[src/rv_frontend_defines.svh]
// Front end widths, boot address, register map width and counter width
`ifndef RV_FRONTEND_DEFINES_SVH
`define RV_FRONTEND_DEFINES_SVH

// Data and address width
`define XLEN 32

// PC value until software writes BOOT
`define BOOT_ADDR_RESET 32'h0000_0100

// Configuration port address width
`define CFG_AW 2

// Delivered and unknown record counters
`define CNT_W 16

`endif

[src/isa_pkg.sv]
// RV32I mnemonic and class enums, flag and register index structs, decoded record
`default_nettype none

`include "rv_frontend_defines.svh"

package isa_pkg;

  typedef enum logic [5:0] {
    UNKNOWN,
    LUI, AUIPC,
    JAL, JALR,
    BEQ, BNE, BLT, BGE, BLTU, BGEU,
    LB, LH, LW, LBU, LHU,
    SB, SH, SW,
    ADDI, SLTI, SLTIU, XORI, ORI, ANDI,
    SLLI, SRLI, SRAI,
    ADD, SUB, SLL, SLT, SLTU, XOR, SRL, SRA, OR, AND,
    ECALL, EBREAK
  } instr_name_e;

  typedef enum logic [1:0] {
    LS,  // Loads and stores
    BR,  // Branches and jumps
    AL   // Arithmetic, logic, system
  } instr_type_e;

  typedef struct packed {
    logic writes;
    logic jumps;
    logic uses_imm;
  } instr_flags_t;

  typedef struct packed {
    logic [4:0] rd;
    logic [4:0] rs_1;
    logic [4:0] rs_2;
  } reg_idx_t;

  typedef struct packed {
    logic [`XLEN-1:0] address;
    logic [31:0]      instr;      // Raw word, funct bits for the back end
    logic [`XLEN-1:0] immediate;
    instr_name_e      instr_name;
    instr_type_e      instr_type;
    instr_flags_t     flags;
    reg_idx_t         regs;
  } instr_info_t;

endpackage

`default_nettype wire

[src/frontend_pkg.sv]
// Fetch pair struct and configuration register map
`default_nettype none

`include "rv_frontend_defines.svh"

package frontend_pkg;

  // Word returned by the memory, tagged with its address
  typedef struct packed {
    logic [`XLEN-1:0] address;
    logic [31:0]      instr;
  } fetch_pair_t;

  typedef enum logic [`CFG_AW-1:0] {
    CTRL        = 2'd0,  // Bit 0 enables fetching
    BOOT        = 2'd1,  // Write restarts at this address
    DECODED_CNT = 2'd2,  // Read only
    UNKNOWN_CNT = 2'd3   // Read only
  } cfg_addr_e;

endpackage

`default_nettype wire

[src/fetch_unit.sv]
// Fetch unit with program counter, memory request, response tagging and redirect
`timescale 1ns/1ps
`default_nettype none

`include "rv_frontend_defines.svh"

module fetch_unit import frontend_pkg::*; (
  input  logic             global_bus,
  input  logic             arst_n,
  input  logic             enable,
  input  logic             restart,
  input  logic [`XLEN-1:0] boot_addr,
  input  logic             redirect,
  input  logic [`XLEN-1:0] redirect_target,
  input  logic             stop,
  output logic             imem_req,
  output logic [`XLEN-1:0] imem_addr,
  input  logic [31:0]      imem_rdata,
  output logic             pair_valid,
  output fetch_pair_t      pair
);
  logic [`XLEN-1:0] pc;
  logic [`XLEN-1:0] req_addr;
  logic             req_pending;

  // No request in a cycle that overrides the PC
  assign imem_req  = enable && !stop && !redirect && !restart;
  assign imem_addr = pc;

  always_ff @(posedge global_bus or negedge arst_n) begin
    if (!arst_n) begin
      pc          <= `BOOT_ADDR_RESET;
      req_pending <= 1'b0;
    end else begin
      req_pending <= imem_req;
      if (restart) pc <= boot_addr;
      else if (redirect) pc <= redirect_target;
      else if (imem_req) pc <= pc + 32'd4;
    end
  end

  always_ff @(posedge global_bus) begin
    if (imem_req) req_addr <= pc;  // Address of the word in flight
  end

  assign pair_valid = req_pending;
  assign pair       = '{address: req_addr, instr: imem_rdata};

endmodule

`default_nettype wire

[src/skid_buffer.sv]
// Two-entry ordered holding buffer with flush and stop toward the producer
`timescale 1ns/1ps
`default_nettype none

module skid_buffer #(
  parameter type payload_t = logic [31:0]
) (
  input  logic     global_bus,
  input  logic     arst_n,
  input  logic     flush,
  input  logic     in_valid,
  input  payload_t in_data,
  output logic     stop,
  output logic     out_valid,
  output payload_t out_data,
  input  logic     out_stop
);
  logic [1:0] count;
  payload_t   tail;
  logic       push;
  logic       pop;

  assign push      = in_valid;  // Always taken, stop already covers the item in flight
  assign pop       = out_valid && !out_stop;
  assign out_valid = (count != 2'd0);
  assign stop      = (count == 2'd2) || (out_valid && out_stop);

  always_ff @(posedge global_bus or negedge arst_n) begin
    if (!arst_n) begin
      count <= 2'd0;
    end else if (flush) begin
      count <= 2'd0;
    end else if (push && !pop) begin
      count <= count + 2'd1;
    end else if (pop && !push) begin
      count <= count - 2'd1;
    end
  end

  // Head sits in out_data, second entry in tail
  always_ff @(posedge global_bus) begin
    if (push && (count == 2'd0 || (pop && count == 2'd1))) out_data <= in_data;
    else if (pop) out_data <= tail;
    if (push && (count == 2'd2 || (!pop && count == 2'd1))) tail <= in_data;
  end

endmodule

`default_nettype wire

[src/decoder.sv]
// Registered RV32I decoder producing the decoded record and its valid bit
`timescale 1ns/1ps
`default_nettype none

`include "rv_frontend_defines.svh"

module decoder import isa_pkg::*, frontend_pkg::*; (
  input  logic        global_bus,
  input  logic        arst_n,
  input  logic        in_valid,
  input  fetch_pair_t in_pair,
  input  logic        stop,
  input  logic        flush,
  output logic        info_valid,
  output instr_info_t info
);
  logic [31:0]      instr;
  logic [2:0]       funct3;
  logic [6:0]       funct7;
  logic [`XLEN-1:0] imm_d;
  reg_idx_t         regs_d;
  instr_name_e      name_d;
  instr_type_e      type_d;
  instr_flags_t     flags_d;

  assign instr  = in_pair.instr;
  assign funct3 = instr[14:12];
  assign funct7 = instr[31:25];

  // Immediate and register indices by format
  always_comb begin : operands
    imm_d  = '0;
    regs_d = '0;
    case (instr[4:2])
      3'b000: begin
        case (instr[6:5])
          2'b00: begin  // LOAD
            imm_d       = {{20{instr[31]}}, instr[31:20]};
            regs_d.rd   = instr[11:7];
            regs_d.rs_1 = instr[19:15];
          end
          2'b01: begin  // STORE
            imm_d       = {{20{instr[31]}}, instr[31:25], instr[11:7]};
            regs_d.rs_1 = instr[19:15];
            regs_d.rs_2 = instr[24:20];
          end
          2'b11: begin  // BRANCH
            imm_d       = {{20{instr[31]}}, instr[7], instr[30:25], instr[11:8], 1'b0};
            regs_d.rs_1 = instr[19:15];
            regs_d.rs_2 = instr[24:20];
          end
        endcase
      end
      3'b001: begin
        if (instr[6:5] == 2'b11) begin  // JALR
          imm_d       = {{20{instr[31]}}, instr[31:20]};
          regs_d.rd   = instr[11:7];
          regs_d.rs_1 = instr[19:15];
        end
      end
      3'b011: begin
        if (instr[6:5] == 2'b11) begin  // JAL
          imm_d     = {{12{instr[31]}}, instr[19:12], instr[20], instr[30:21], 1'b0};
          regs_d.rd = instr[11:7];
        end
      end
      3'b100: begin
        case (instr[6:5])
          2'b00: begin  // OP-IMM
            if (funct3 == 3'b001 || funct3 == 3'b101) imm_d = {27'd0, instr[24:20]};
            else imm_d = {{20{instr[31]}}, instr[31:20]};
            regs_d.rd   = instr[11:7];
            regs_d.rs_1 = instr[19:15];
          end
          2'b01: begin  // OP
            regs_d.rd   = instr[11:7];
            regs_d.rs_1 = instr[19:15];
            regs_d.rs_2 = instr[24:20];
          end
        endcase
      end
      3'b101: begin
        if (!instr[6]) begin  // LUI, AUIPC
          imm_d     = {instr[31:12], 12'd0};
          regs_d.rd = instr[11:7];
        end
      end
    endcase
  end

  // Mnemonic, class and flags, cleared for every word
  always_comb begin : naming
    name_d  = UNKNOWN;
    type_d  = AL;
    flags_d = '0;
    if (instr != 32'h0) begin
      case (instr[4:2])
        3'b000: begin
          case (instr[6:5])
            2'b00: begin  // LOAD
              flags_d.writes = 1'b1;
              type_d         = LS;
              case (funct3)
                3'b000: name_d = LB;
                3'b001: name_d = LH;
                3'b010: name_d = LW;
                3'b100: name_d = LBU;
                3'b101: name_d = LHU;
              endcase
            end
            2'b01: begin  // STORE
              type_d = LS;
              case (funct3)
                3'b000: name_d = SB;
                3'b001: name_d = SH;
                3'b010: name_d = SW;
              endcase
            end
            2'b11: begin  // BRANCH
              flags_d.jumps = 1'b1;
              type_d        = BR;
              case (funct3)
                3'b000: name_d = BEQ;
                3'b001: name_d = BNE;
                3'b100: name_d = BLT;
                3'b101: name_d = BGE;
                3'b110: name_d = BLTU;
                3'b111: name_d = BGEU;
              endcase
            end
          endcase
        end
        3'b001: begin
          if (instr[6:5] == 2'b11) begin
            flags_d.writes = 1'b1;
            flags_d.jumps  = 1'b1;
            type_d         = BR;
            name_d         = JALR;
          end
        end
        3'b011: begin
          if (instr[6:5] == 2'b00) begin
            name_d = ADDI;  // FENCE
          end else if (instr[6:5] == 2'b11) begin
            flags_d.writes = 1'b1;
            flags_d.jumps  = 1'b1;
            type_d         = BR;
            name_d         = JAL;
          end
        end
        3'b100: begin
          case (instr[6:5])
            2'b00: begin  // OP-IMM
              flags_d.writes   = 1'b1;
              flags_d.uses_imm = 1'b1;
              case (funct3)
                3'b000: name_d = ADDI;
                3'b001: name_d = SLLI;
                3'b010: name_d = SLTI;
                3'b011: name_d = SLTIU;
                3'b100: name_d = XORI;
                3'b101: name_d = funct7[5] ? SRAI : SRLI;
                3'b110: name_d = ORI;
                3'b111: name_d = ANDI;
              endcase
            end
            2'b01: begin  // OP
              flags_d.writes = 1'b1;
              case (funct3)
                3'b000: name_d = funct7[5] ? SUB : ADD;
                3'b001: name_d = SLL;
                3'b010: name_d = SLT;
                3'b011: name_d = SLTU;
                3'b100: name_d = XOR;
                3'b101: name_d = funct7[5] ? SRA : SRL;
                3'b110: name_d = OR;
                3'b111: name_d = AND;
              endcase
            end
            2'b11: name_d = instr[21] ? EBREAK : ECALL;
          endcase
        end
        3'b101: begin
          if (!instr[6]) begin
            flags_d.writes = 1'b1;
            name_d         = instr[5] ? LUI : AUIPC;
          end
        end
      endcase
    end
  end

  always_ff @(posedge global_bus or negedge arst_n) begin
    if (!arst_n) info_valid <= 1'b0;
    else info_valid <= in_valid && !stop && !flush;  // One pulse per record
  end

  always_ff @(posedge global_bus) begin
    if (in_valid && !stop) begin
      info <= '{address: in_pair.address, instr: instr, immediate: imm_d,
                instr_name: name_d, instr_type: type_d, flags: flags_d, regs: regs_d};
    end
  end

endmodule

`default_nettype wire

[src/frontend_regs.sv]
// Control, boot address and delivered/unknown counters behind a write and read port
`timescale 1ns/1ps
`default_nettype none

`include "rv_frontend_defines.svh"

module frontend_regs import frontend_pkg::*; (
  input  logic              global_bus,
  input  logic              arst_n,
  input  logic              cfg_we,
  input  logic [`CFG_AW-1:0] cfg_addr,
  input  logic [`XLEN-1:0]  cfg_wdata,
  output logic [`XLEN-1:0]  cfg_rdata,
  output logic              enable,
  output logic              restart,
  output logic [`XLEN-1:0]  boot_addr,
  input  logic              deliver,
  input  logic              deliver_unknown
);
  logic [`CNT_W-1:0] decoded_cnt;
  logic [`CNT_W-1:0] unknown_cnt;

  always_ff @(posedge global_bus or negedge arst_n) begin
    if (!arst_n) begin
      enable      <= 1'b0;
      restart     <= 1'b0;
      boot_addr   <= `BOOT_ADDR_RESET;
      decoded_cnt <= '0;
      unknown_cnt <= '0;
    end else begin
      restart <= cfg_we && (cfg_addr == BOOT);  // Fetch sees the new address
      if (cfg_we && cfg_addr == CTRL) enable <= cfg_wdata[0];
      if (cfg_we && cfg_addr == BOOT) boot_addr <= cfg_wdata;
      if (deliver) decoded_cnt <= decoded_cnt + 1'b1;
      if (deliver_unknown) unknown_cnt <= unknown_cnt + 1'b1;
    end
  end

  always_comb begin
    case (cfg_addr)
      CTRL:        cfg_rdata = {{(`XLEN-1){1'b0}}, enable};
      BOOT:        cfg_rdata = boot_addr;
      DECODED_CNT: cfg_rdata = {{(`XLEN-`CNT_W){1'b0}}, decoded_cnt};
      UNKNOWN_CNT: cfg_rdata = {{(`XLEN-`CNT_W){1'b0}}, unknown_cnt};
      default:     cfg_rdata = '0;
    endcase
  end

endmodule

`default_nettype wire

[src/rv_frontend.sv]
// Front end top with fetch unit, two skid buffers, decoder and register block
`timescale 1ns/1ps
`default_nettype none

`include "rv_frontend_defines.svh"

module rv_frontend import isa_pkg::*, frontend_pkg::*; (
  input  logic               global_bus,
  input  logic               arst_n,
  output logic               imem_req,
  output logic [`XLEN-1:0]   imem_addr,
  input  logic [31:0]        imem_rdata,
  input  logic               cfg_we,
  input  logic [`CFG_AW-1:0] cfg_addr,
  input  logic [`XLEN-1:0]   cfg_wdata,
  output logic [`XLEN-1:0]   cfg_rdata,
  input  logic               stop,
  output logic               out_valid,
  output logic [`XLEN-1:0]   out_address,
  output logic [31:0]        out_instr,
  output logic [`XLEN-1:0]   out_immediate,
  output instr_name_e        out_name,
  output instr_type_e        out_type,
  output instr_flags_t       out_flags,
  output reg_idx_t           out_regs
);
  logic             enable, restart, redirect, flush;
  logic [`XLEN-1:0] boot_addr, redirect_target;
  logic             fetch_valid, fetch_stop, buf_valid, dec_valid, dec_stop;
  fetch_pair_t      fetch_pair, buf_pair;
  instr_info_t      dec_info, out_rec;
  logic             deliver;

  // JAL target needs no register value
  assign redirect        = dec_valid && (dec_info.instr_name == JAL);
  assign redirect_target = dec_info.address + dec_info.immediate;
  assign flush           = redirect || restart;
  assign deliver         = out_valid && !stop;

  fetch_unit u_fetch (
    .global_bus, .arst_n, .enable, .restart, .boot_addr, .redirect, .redirect_target,
    .stop(fetch_stop), .imem_req, .imem_addr, .imem_rdata,
    .pair_valid(fetch_valid), .pair(fetch_pair)
  );

  skid_buffer #(.payload_t(fetch_pair_t)) u_fetch_buf (
    .global_bus, .arst_n, .flush, .in_valid(fetch_valid), .in_data(fetch_pair),
    .stop(fetch_stop), .out_valid(buf_valid), .out_data(buf_pair), .out_stop(dec_stop)
  );

  decoder u_decoder (
    .global_bus, .arst_n, .in_valid(buf_valid), .in_pair(buf_pair), .stop(dec_stop),
    .flush, .info_valid(dec_valid), .info(dec_info)
  );

  skid_buffer #(.payload_t(instr_info_t)) u_out_buf (
    .global_bus, .arst_n, .flush(1'b0), .in_valid(dec_valid), .in_data(dec_info),
    .stop(dec_stop), .out_valid, .out_data(out_rec), .out_stop(stop)
  );

  frontend_regs u_regs (
    .global_bus, .arst_n, .cfg_we, .cfg_addr, .cfg_wdata, .cfg_rdata,
    .enable, .restart, .boot_addr,
    .deliver, .deliver_unknown(deliver && out_rec.instr_name == UNKNOWN)
  );

  assign out_address   = out_rec.address;
  assign out_instr     = out_rec.instr;
  assign out_immediate = out_rec.immediate;
  assign out_name      = out_rec.instr_name;
  assign out_type      = out_rec.instr_type;
  assign out_flags     = out_rec.flags;
  assign out_regs      = out_rec.regs;

endmodule

`default_nettype wire

[config.mk]
export PLATFORM = sky130hd
export DESIGN_NAME = rv_frontend
export DESIGN_NICKNAME = d
export VERILOG_FILES = /design/src/isa_pkg.sv /design/src/frontend_pkg.sv /design/src/fetch_unit.sv /design/src/skid_buffer.sv /design/src/decoder.sv /design/src/frontend_regs.sv /design/src/rv_frontend.sv
export VERILOG_INCLUDE_DIRS = /design/src
export SDC_FILE = /design/constraint.sdc
export NUM_CORES = 1
export LEC_CHECK = 0
export BUFFER_PORTS_ARGS = -buffer_cell sky130_fd_sc_hd__buf_2
export CAP_MARGIN = 15
export CORE_MARGIN = 3
export CORE_UTILIZATION = 59
export DETAILED_ROUTE_END_ITERATION = 12
export GPL_TIMING_DRIVEN = 1
export PLACE_DENSITY = 0.8
export SLEW_MARGIN = 20
export SYNTH_ARGS = -nofsm -noshare
export SYNTH_HDL_FRONTEND = slang
export SYNTH_SLANG_ARGS = --single-unit
[constraint.sdc]
create_clock -name global_bus -period 8 [get_ports global_bus]
set_input_delay 1.6 -clock global_bus [delete_from_list [all_inputs] [get_ports global_bus]]
set_output_delay 1.6 -clock global_bus [all_outputs]
set_load 0.02 [all_outputs]
# Word-level counts from Yosys, hierarchy flattened
# Cells that the tools add are included.
dict set report word_totals {
  out_inout_bits 188
  wordCells 198
  inputBits 70
  regBits 630
}
dict set report op_classes {
  n_eq_ne 21
  reduce_logical 61
  addsub 8
  n_mux 60
}
# cell n
set ops {}
lappend ops {{$mux 32} 8}
lappend ops {{$mux 122} 2}
lappend ops {{$pmux 32 s5} 1}
lappend ops {{$mux 64} 2}
lappend ops {{$pmux 32 s4} 1}
lappend ops {{$pmux 32 s3} 1}
lappend ops {{$pmux 6 s8} 2}
lappend ops {{$pmux 6 s3} 2}
lappend ops {{$add 16x1->16 const B} 2}
lappend ops {{$add 32x3->32 const B} 1}
lappend ops {{$add 32x32->32} 1}
lappend ops {{$reduce_bool 32->1} 1}
lappend ops {{$mux 5} 6}
lappend ops {{$pmux 5 s3} 2}
lappend ops {{$pmux 6 s5} 1}
lappend ops {{$pmux 5 s5} 1}
lappend ops {{$logic_and 1x1->1} 24}
lappend ops {{$pmux 4 s6} 1}
lappend ops {{$mux 2} 11}
lappend ops {{$mux 10} 2}
lappend ops {{$pmux 4 s5} 1}
lappend ops {{$eq 3x3->1 const B} 6}
lappend ops {{$mux 6} 2}
lappend ops {{$eq 2x2->1 const B} 5}
lappend ops {{23 further kinds} 64}

# Depth between registers and ports, before layout
# Gate-level depths: netlist (run 1).
dict set report depth {
  ltp_word 12
  ltp_mapped 10
  ltp_nobuf 9
}

# Hierarchy
# A second synthesis (run 1) with hierarchy kept.
dict set report unflattened {
  cells_unflattened 1793
  area_unflattened_um2 27363.7
}
# module area_per_inst_um2 instances cells_per_inst seq_area_each_um2
set by_module_without_submodules {}
lappend by_module_without_submodules {{skid_buffer at u_out_buf} 9039.9 1 406 7377.1}
lappend by_module_without_submodules {decoder 5082.4 1 337 3688.5}
lappend by_module_without_submodules {{skid_buffer at u_fetch_buf} 4857.2 1 225 3893.7}
lappend by_module_without_submodules {fetch_unit 3490.8 1 334 1788.0}
lappend by_module_without_submodules {frontend_regs 3098.0 1 241 1652.8}
lappend by_module_without_submodules {rv_frontend 1795.5 1 250 0.0}

# Worst setup path before layout (run 1)
# OpenSTA, ideal clock, no wires.
dict set report synth_path {
  path_type {input port to flip-flop}
  start {in stop}
  end {reg u_out_buf.tail[0] (netlist name), enable pin}
  path_buffers 0
  path_slack_ns 0.152
  setup_time_ns 0.618
  path_stages 4
  t_arrival_ns 7.230
  path_cell_list {nor2_2 inv_2 a21oi_1 nor2b_1}
}
dict set report synth_via {
  elab_chain_cells 6
}
# element line_no
set synth_rtl {}
lappend synth_rtl {{from (decl)} rv_frontend.sv:17} ;# input logic stop,
lappend synth_rtl {{$logic_not 1->1} skid_buffer.sv:24} ;# assign pop = out_valid && !out_stop;
lappend synth_rtl {{$logic_and 1x1->1} skid_buffer.sv:24}
lappend synth_rtl {{$logic_not 1->1} skid_buffer.sv:44} ;# if (push && (count == 2'd2 || (!pop && count == 2'd1))) tail <= in_data;
lappend synth_rtl {{$logic_and 1x1->1} skid_buffer.sv:44}
lappend synth_rtl {{$logic_or 1x1->1} skid_buffer.sv:44}
lappend synth_rtl {{$logic_and 1x1->1} skid_buffer.sv:44}
lappend synth_rtl {{to (signal assigned)} skid_buffer.sv:44}
lappend synth_rtl {{to (decl)} skid_buffer.sv:19} ;# payload_t tail;
# Every way passes these cells.
# A chain may end at the register's enable or synchronous reset.

# Worst setup path in the final report (run 1)
dict set report layout_path {
  start {in cfg_addr[0]}
  end {out cfg_rdata[6]}
}
dict set report layout_via {
  elab_chain_cells 2
  elab_cells_between_ends 5
  classes_between {3 x eq/ne; 1 x mux; 1 x reduce/logical}
}
# element line_no
set layout_rtl {}
lappend layout_rtl {{from (decl)} rv_frontend.sv:14} ;# input logic [`CFG_AW-1:0] cfg_addr,
lappend layout_rtl {{$eq 2x2->1 (tied with other cells)} frontend_regs.sv:40} ;# case (cfg_addr)
lappend layout_rtl {{$pmux 32 s4 (*)} frontend_regs.sv:40}
lappend layout_rtl {{to (decl)} rv_frontend.sv:16} ;# output logic [`XLEN-1:0] cfg_rdata,
# Every way passes the cells marked *; elsewhere a longest branch is shown, timed or not.

==> run_results.csv, run 1 <==
group,metric,value,unit
outcome,run_status,"finished, final reports clean",
timing,fin_worst_skew,0.0184,ns
min_path,holdPathEnd,"u_decoder.info[117]",
worst_setup_path,startpoint_type,"input pin",
global_routing,grt_pass1_vias,15700,
worst_setup_path,ff_to_ff_path_depth,8,
place,gp_congestion,0.899,
clocking,clock_sinks,630,
clocking,cts-htree-levels,2,
yosys,synth.top_cells.by_area,"edfxtp_1 (60%), mux2_2 (10%), dfrtp_1 (9.6%)",
route,first_pass_iters,7,
final_layout,area_growth_syn_to_layout,14.9,%
place,detailed_place.area,0.0284,sq mm
global_routing,grt_max_degree,85,
die,die_height,218,um
final_layout,final_cell_area,0.0304,sq mm
yosys,synth_nets,1842,
worst_setup_path,worst-r2r-setup-slack,4.53,ns
die,design.portCount,258,
clocking,clock_tree.buffer_depth,3,
clocking,worst_setup_hold_path_clk_slew,0.06,ns
final_layout,layout-drive-gt1-share,0.304,
route,wirelength,61300,um
clocking,clock_tree_from_tritoncts,"done",
worst_setup_path,critical_path_class,"input pin to output pin",
timing,fin_setup_tns,0,ns
die,floorplan.initialDensity,0.606,
timing,finalHoldViolCount,0,
worst_setup_path,timing.critical_path.slowest_stage_cell,"buf_2",
timing,fmax,0.225,GHz
route,route.detailed.vias_per_inst,6.01,
clocking,cts-buffers-inserted,59,
power,static-leakage-power,11.6,nW
power,power_density,467,mW/mm^2
min_path,class_of_the_worst_hold_path,"register to register",
clocking,cts_root_buf,"clkbuf_16",
worst_setup_path,worstSetupEndpointType,"output pin",
yosys,postSynthRegisterBits,630,
worst_setup_path,worst-endpoint-arrival,2.85,ns
worst_setup_path,regToRegStartpoint,"u_out_buf.count[0]",
die,die_width,218,um
route,drt.antenna.violating_nets,0,
timing,timing.final.max_slew_violations,0,
worst_setup_path,crit_family,"buffers and inverters",
worst_setup_path,crit_path_cell_trace,"buf_2, nor2b_1, buf_4, a22o_1, buf_2",
yosys,synth_area,0.0265,sq mm
route,vias,15800,
clocking,cts_hold_buffers,0,
global_routing,grt_use_total,0.258,
yosys,mapped_avg_cell_area,15.3,sq um
timing,final_report_setup_violation_count,0,
global_routing,antenna_violations_before_repair,1,
yosys,postSynth.asyncResetShare,0.165,
worst_setup_path,cp_max_fo,32,
timing,rsz0062_at_grt,"no",
yosys,syn-instance-count,1724,
final_layout,fin_nets,2114,
final_layout,final_common_cell,"edfxtp_1",
worst_setup_path,biggest_cell_delay_along_the_critical_path,0.35,ns
yosys,yosys.cell_types.count,72,
yosys,synth-main-ff-cell,"edfxtp_1",
yosys,synth.top_cell.area_share,0.597,
worst_setup_path,timing.critical_path.buf_inv,3,
die,die_area,0.0474,sq mm
global_routing,first_pass_grt_wire_length,93600,um
place,count_of_port_buffers_added_during_placement,257,
timing,tightestPinTransition,1.08,ns
route,post-route-drc-count,0,
die,placement_rows,76,
yosys,synth_edf_count,526,
route,wl_per_cell,23.3,um
yosys,yosys_warnings,0,
die,coreArea,0.0436,sq mm
min_path,hold-path-cell-count,0,
power,irDropWorstVdd,0.349,mV
yosys,yosys.area.top_type,"edfxtp_1",
route,drtIter0Drc,1503,
min_path,hold_path_startpoint,"u_fetch_buf.out_data[59]",
timing,fin_crit_share,0.556,
place,place_hpwl,41100,um
timing,fin_hold_ws,0.419,ns
worst_setup_path,worstReg2RegEnd,"u_out_buf.tail[5]",
timing,min_period,4.45,ns
yosys,yosysSeqAreaShare,0.695,
timing,timing.slew.headroom,0.282,
worst_setup_path,crit_top_cell,"buf_2",
global_routing,globalRouteOverflowTotal,0,
flow_run,max_cap_viol_count,0,
clocking,clock_latency,0.62,ns
clocking,post_cts_resize_count,0,
worst_setup_path,cp_data_required_time,6.40,ns
final_layout,layout.cells.most_common_list,"edfxtp_1 (526), buf_2 (256), mux2_2 (235), dfrtp_1 (102), nand2_1 (101)",
worst_setup_path,cp_num_cells,5,
clocking,post-cts-setup-buffer-count,0,
[power breakdown]
| group | internal, mW | switching, mW | total, mW |
|---|---|---|---|
| Sequential | 5.55 | 0.964 | 6.52 |
| Combinational | 1.69 | 3.13 | 4.83 |
| Clock | 1.66 | 1.18 | 2.84 |
[Yosys cell counts, drive strengths merged (3+ instances only)]
cell and count:
edfxtp 526, mux2 236, dfrtp 102, nand2 102, a21oi 77, nor2 69, o21ai 62, clkbuf 48
ha 47, xnor2 46, and2 42, xor2 39, nand3 35, inv 28, a21o 22, a22o 21
nand4 20, nor3 18, and3 17, buf 16, nor2b 16, o22ai 16, a31oi 12, nor4 11
o211ai 9, and4 7, o21a 7, mux2i 6, nand2b 6, a211oi 5, a22oi 5, or3 5
a2111oi 4, a221oi 4, nor3b 4, o21bai 3, o31ai 3
[through the flow]
step                setup slack [ns]   util  power, mW  instances
floorplan                      0.152      -       9.60       1724
global placement                3.62  0.651       11.2       2520
detailed placement              3.54  0.651       11.3       2520
CTS                             3.57  0.696       14.3       2629
global route                    3.44  0.696       14.9       2630
finish                          3.55  0.696       14.2       2630
[worst register-to-register path: stages, from the launching register on]
cell,delay (ns)
dfrtp_1,0.44
inv_1,0.10
ha_1,0.31
nor2_2,0.13
inv_2,0.23
a21oi_1,0.16
nor2b_4,0.12
buf_4,0.62
buf_4,0.91
[state kept, by name, indices dropped and copies added, names as in the netlist]
signal,flops
u_decoder.info,122
u_decoder.info_valid,1
u_fetch.imem_addr,32
u_fetch.pair_valid,1
u_fetch.req_addr,32
u_fetch_buf.count,2
u_fetch_buf.out_data,64
u_fetch_buf.tail,64
u_out_buf.count,2
u_out_buf.out_data,122
u_out_buf.tail,122
u_regs.boot_addr,32
u_regs.decoded_cnt,16
u_regs.enable,1
u_regs.restart,1
u_regs.unknown_cnt,16
[final cells by class]
type	instances	area, sq um
sequential	630	18400
fill	2905	13300
multi-input combinational	1002	7750
clock buffer	69	1540
timing repair buffer	275	1430
tap	585	732
clock inverter	40	433
inverter	28	108
antenna	1	2.50
[worst max path at each step]
| stage | to | start |
|---|---|---|
| after floorplan | u_out_buf.tail[0] | stop |
| after global placement | u_out_buf.out_data[30] | stop |
| after detailed placement | u_out_buf.out_data[16] | stop |
| after CTS | cfg_rdata[6] | cfg_addr[0] |
| after global routing | cfg_rdata[6] | cfg_addr[0] |
| final | cfg_rdata[6] | cfg_addr[0] |
[layer usage]
metal,routed length [um],GRT usage
met1,25900,0.372
met2,29900,0.417
met3,4080,0.0389
met4,1470,0.0739
met5,0,0
[logic make-up (layout without fill, tap and decap cells)]
group                    after synthesis  count (layout)  synth area share
AO/OA/AOI/OAI                        268             268            0.0662
XOR/XNOR                              85              85            0.0281
adder cells (fa/ha/maj)               49              49            0.0234
buffers and inverters                 92             412            0.0136
flip-flops                           630             630             0.695
multiplexers                         243             243             0.104
other                                  0               1                 0
AND/OR/NAND/NOR                      357             357            0.0697
Power figures use the tool's default switching activity.
==> inputs of run 2 (changes only) <==
CORE_UTILIZATION = 53   (was 59)
PLACE_DENSITY = 0.75   (was 0.8)
clock period = 3.9 ns   (was 8 ns; I/O delays follow)
==> run_results.csv, run 2 (same netlist as run 1, synthesis figures left out) <==
group,metric,value,unit
outcome,run_status,"finished, final reports clean",
place,place_hpwl,43000,um
timing,final_report_setup_violation_count,0,
final_layout,layout-drive-gt1-share,0.311,
worst_setup_path,worst-r2r-setup-slack,1.04,ns
clocking,post-cts-setup-buffer-count,0,
flow_run,max_cap_viol_count,0,
timing,finalHoldViolCount,0,
route,route.detailed.vias_per_inst,5.83,
route,wl_per_cell,23.0,um
final_layout,layout.cells.most_common_list,"edfxtp_1 (526), buf_2 (256), mux2_2 (235), dfrtp_1 (102), nand2_1 (101)",
worst_setup_path,biggest_cell_delay_along_the_critical_path,0.45,ns
die,coreArea,0.0492,sq mm
clocking,cts-htree-levels,2,
timing,fin_setup_tns,0,ns
final_layout,final_common_cell,"edfxtp_1",
power,irDropWorstVdd,0.565,mV
die,design.portCount,258,
final_layout,non_filler_cells_final,2721,
worst_setup_path,worst-endpoint-arrival,2.27,ns
timing,rsz0062_at_grt,"no",
place,gp_congestion,0.905,
die,die_width,229,um
worst_setup_path,worstReg2RegEnd,"u_fetch.imem_addr[28]",
route,drtIter0Drc,1368,
clocking,clock_tree_from_tritoncts,"done",
final_layout,filler_cell_count,3622,
global_routing,grt_max_degree,94,
route,wirelength,62700,um
clocking,worst_setup_hold_path_clk_slew,0.06,ns
power,power_density,961,mW/mm^2
worst_setup_path,crit_family,"flip-flops",
final_layout,fin_nets,2124,
route,first_pass_iters,7,
clocking,cts_hold_buffers,0,
route,post-route-drc-count,0,
timing,timing.final.max_slew_violations,0,
clocking,clock_latency,0.63,ns
clocking,cts_root_buf,"clkbuf_16",
power,static-leakage-power,11.7,nW
final_layout,num_antenna_cells,0,
worst_setup_path,ff_to_ff_path_depth,9,
final_layout,area_growth_syn_to_layout,16.3,%
worst_setup_path,timing.critical_path.slowest_stage_cell,"dfrtp_1",
timing,fin_worst_skew,0.0251,ns
timing,fmax,0.328,GHz
worst_setup_path,worstSetupEndpointType,"output pin",
worst_setup_path,startpoint_type,"register",
clocking,clock_sinks,630,
route,vias,15900,
clocking,post_cts_resize_count,0,
worst_setup_path,timing.critical_path.buf_inv,2,
global_routing,grt_pass1_vias,15800,
global_routing,grt_use_total,0.236,
worst_setup_path,crit_path_cell_trace,"mux2i_1, o211ai_1, buf_4, nor2_2, buf_2",
worst_setup_path,regToRegStartpoint,"u_decoder.info[26]",
timing,min_period,3.05,ns
clocking,cts-buffers-inserted,60,
min_path,class_of_the_worst_hold_path,"input pin to async pin",
clocking,clock_tree.buffer_depth,3,
global_routing,globalRouteOverflowTotal,0,
die,die_area,0.0526,sq mm
timing,tightestPinTransition,0.845,ns
place,dp_cells,2608,
die,die_height,229,um
global_routing,first_pass_grt_wire_length,95800,um
timing,fin_crit_share,0.782,
die,placement_rows,81,
place,count_of_port_buffers_added_during_placement,257,
global_routing,antenna_violations_before_repair,1,
worst_setup_path,cp_max_fo,12,
die,floorplan.initialDensity,0.538,
route,drt.antenna.violating_nets,0,
final_layout,reg_top3,"u_decoder.info (122), u_out_buf.out_data (122), u_out_buf.tail (122)",
worst_setup_path,critical_path_class,"register to output pin",
worst_setup_path,cp_data_required_time,3.12,ns
timing,timing.slew.headroom,0.432,
-- run 2: cell count changes in the layout (fill, tap and decap cells not counted), moves of 2 or more --
cell        previous run  this run
clkinvlp_4             3         6
clkbuf_1               9        13
clkinv_1              15         6
clkinv_4               1         3
buf_12                 0         9
-- run 2: final cells by class --
type / count / area [sq um] / share of cell area
flip-flops and latches: 630 / 18400 / 0.598
multi-input cells: 1002 / 7750 / 0.252
repair buffers: 284 / 1610 / 0.0522
clock buffers: 76 / 1600 / 0.0519
well taps: 664 / 831 / 0.0270
clock inverters: 37 / 482 / 0.0156
inverters: 28 / 109 / 0.00354
-- run 2: where the power goes --
group | leakage [nW] | switching (mW) | internal, mW | total (mW)
logic | 4.42 | 6.49 | 3.65 | 10.1
clock network | 1.00 | 2.53 | 3.58 | 6.11
registers | 6.28 | 1.99 | 11.3 | 13.3
total | 11.7 | 11.0 | 18.6 | 29.6
-- run 2: worst register-to-register path, cell delays in order, from the launching register on --
cell	delay, ns
edfxtp_1	0.42
ha_1	0.28
fa_1	0.45
a211oi_1	0.29
o21ai_1	0.19
o2111ai_1	0.15
nand3_1	0.20
a21o_1	0.26
a2111oi_0	0.38
nor3_1	0.10
-- run 2: per-stage QoR --
stage	total power, mW	worst slack (ns)	hold WS, ns	utilization	area (sq um)
6_report	29.6	0.852	0.175	0.626	30800
5_1_grt	31.0	0.768	0.237	0.626	30800
4_1_cts	29.7	0.834	0.294	0.626	30800
3_5_place_dp	23.5	1.09	0.405	0.584	28700
3_3_place_gp	23.2	1.17	0.400	0.584	28700
2_1_floorplan	19.5	0.109	0.400	-	26500
-- run 2: worst max-delay path by stage --
stage / start / cells after the start / endpoint
global placement: stop / 6 / imem_req
finish: u_out_buf.count[0] / 5 / imem_req
detailed placement: stop / 9 / u_fetch.imem_addr[29]
CTS: u_decoder.info_valid / 6 / imem_req
floorplan: stop / 4 / imem_req
global route: u_decoder.info_valid / 6 / imem_req
-- run 2: routing by layer --
layer / track usage / up-vias / share of wire
li1: - / 7137 / -
met1: 0.334 / 8045 / 0.43
met2: 0.373 / 572 / 0.48
met3: 0.0466 / 107 / 0.065
met4: 0.0710 / 2 / 0.028
met5: 0 / - / 0.00027
==> inputs of run 3 (changes only) <==
CORE_UTILIZATION = 59   (was 53)
PLACE_DENSITY = 0.8   (was 0.75)
clock period = 2.87 ns   (was 3.9 ns; I/O delays follow)
==> run_results.csv, run 3 (same netlist as run 1, synthesis figures left out) <==
group,metric,value,unit
outcome,run_status,"finished, final reports clean",
final_layout,layout.cells.most_common_list,"edfxtp_1 (526), buf_2 (256), mux2_2 (235), dfrtp_1 (102), nand2_1 (101)",
worst_setup_path,crit_path_cell_trace,"nor3b_2, nand4_1, buf_4, nand2_1, nor2_2, buf_2",
die,floorplan.initialDensity,0.606,
final_layout,final_common_cell,"edfxtp_1",
die,placement_rows,76,
timing,fin_worst_skew,0.0174,ns
timing,fin_setup_tns,0,ns
global_routing,antenna_violations_before_repair,2,
place,count_of_port_buffers_added_during_placement,257,
die,die_width,218,um
timing,setup_ws,0.0915,ns
worst_setup_path,cp_max_fo,16,
global_routing,first_pass_grt_wire_length,94900,um
worst_setup_path,crit_family,"simple AND/OR/NAND/NOR gates",
power,fin_total_pwr,40.5,mW
timing,fmax,0.360,GHz
route,wl_per_cell,23.4,um
timing,fin_crit_share,0.968,
worst_setup_path,timing.critical_path.buf_inv,2,
route,wirelength,62600,um
timing,tightestPinTransition,0.760,ns
timing,timing.final.max_slew_violations,0,
worst_setup_path,startpoint_type,"register",
clocking,clock_sinks,630,
worst_setup_path,cp_data_required_time,2.30,ns
worst_setup_path,biggest_cell_delay_along_the_critical_path,0.49,ns
power,power_density,1310,mW/mm^2
clocking,cts-buffers-inserted,60,
place,gp_congestion,0.883,
die,die_area,0.0474,sq mm
timing,final_report_setup_violation_count,0,
worst_setup_path,timing.critical_path.slowest_stage_cell,"dfrtp_1",
route,post-route-drc-count,0,
global_routing,globalRouteOverflowTotal,0,
flow_run,max_cap_viol_count,0,
die,coreArea,0.0436,sq mm
worst_setup_path,critical_path_class,"register to output pin",
place,place_hpwl,43500,um
timing,rsz0062_at_grt,"no",
route,drt.antenna.violating_nets,0,
route,drtIter0Drc,1492,
worst_setup_path,worstSetupEndpointType,"output pin",
clocking,clock_latency,0.63,ns
final_layout,fin_nets,2152,
timing,timing.slew.headroom,0.489,
power,irDropWorstVdd,0.870,mV
clocking,clock_tree.buffer_depth,3,
die,design.portCount,258,
die,die_height,218,um
clocking,cts-htree-levels,2,
timing,finalHoldViolCount,0,
power,static-leakage-power,11.9,nW
global_routing,grt_max_degree,84,
clocking,clock_tree_from_tritoncts,"done",
route,route.detailed.vias_per_inst,6.01,
final_layout,reg_top3,"u_decoder.info (122), u_out_buf.out_data (122), u_out_buf.tail (122)",
route,vias,16000,
clocking,cts_root_buf,"clkbuf_16",
place,placement.setup.worst_slack,0.0644,ns
clocking,post-cts-setup-buffer-count,0,
global_routing,grt_use_total,0.263,
final_layout,layout-drive-gt1-share,0.325,
min_path,class_of_the_worst_hold_path,"input pin to register",
route,first_pass_iters,5,
timing,min_period,2.78,ns
clocking,worst_setup_hold_path_clk_slew,0.07,ns
final_layout,area_growth_syn_to_layout,17.2,%
worst_setup_path,worst-endpoint-arrival,2.20,ns
global_routing,grt_pass1_vias,15900,
-- run 3: changes by cell type in the layout (fill, tap and decap cells not counted), sizes merged --
cell,delta
buf,+27
bufinv,-4
diode,+1
dlygate4sd3,+1
clkinvlp,-2
clkbuf,+3
inv,-1
clkinv,+2
-- run 3: through the flow --
| step | hold slack [ns] | util | area, sq um | std cells |
|---|---|---|---|---|
| 5_1_grt | 0.118 | 0.710 | 31000 | 2669 |
| 3_5_place_dp | 0.405 | 0.663 | 28900 | 2556 |
| 2_1_floorplan | 0.278 | - | 26600 | 1724 |
| 4_1_cts | 0.108 | 0.710 | 31000 | 2668 |
| 6_report | 0.136 | 0.710 | 31000 | 2669 |
| 3_3_place_gp | 0.400 | 0.663 | 28900 | 2556 |
-- run 3: routing by layer --
metal  global-route usage  wire [um]  up-vias
li1                     -          -     7190
met1                0.365      25800     8050
met2                0.434      30700      660
met3               0.0376       3980      128
met4               0.0887       2040        0
met5                    0          0        -
-- run 3: worst paths after layout --
kind                                           from                     to  depth (start not counted)  slack [ns]
min in group asynchronous                    arst_n   u_regs.boot_addr[29]                          2        0.46
hold / removal                       imem_rdata[24]   u_fetch_buf.tail[24]                          1        0.14
hold reg to reg            u_fetch_buf.out_data[45]    u_decoder.info[103]                          0        0.41
setup reg to reg                 u_decoder.info[91]  u_fetch.imem_addr[25]                          9        0.14
setup / recovery               u_decoder.info_valid               imem_req                          6        0.09
max in group asynchronous                    arst_n    u_regs.boot_addr[8]                          3        1.63
-- run 3: repair_timing --
item	4_1_cts	5_1_grt
endpoints found under the setup margin	0	4
resized for setup	0	6
hold buffers	1	0
endpoints found under the hold margin	33	0
-- run 3: worst reg2reg max path, delay by kind of cell (launching register included) --
family                     cells  cell delay, ns
AOI/OAI and AO/OA              5            1.18
DFF                            1            0.48
adders and majority gates      1            0.32
and+or+nand+nor                1            0.27
buffers and inverters          1            0.19
xor gates and xnor gates       1            0.19
-- run 3: final cells by class --
cell class / count / area [sq um]
Inverter: 28 / 111
Fill cell: 2826 / 12600
Clock buffer: 79 / 1680
Clock inverter: 32 / 353
Tap cell: 585 / 732
Sequential cell: 630 / 18400
Timing Repair Buffer: 312 / 1880
Antenna cell: 1 / 2.50
Multi-Input combinational cell: 1002 / 7840
-- run 3: power breakdown --
part	leakage, nW	switching (mW)	internal [mW]
clock	0.997	3.41	4.67
sequential	6.28	2.51	15.4
combinational	4.58	9.12	5.35
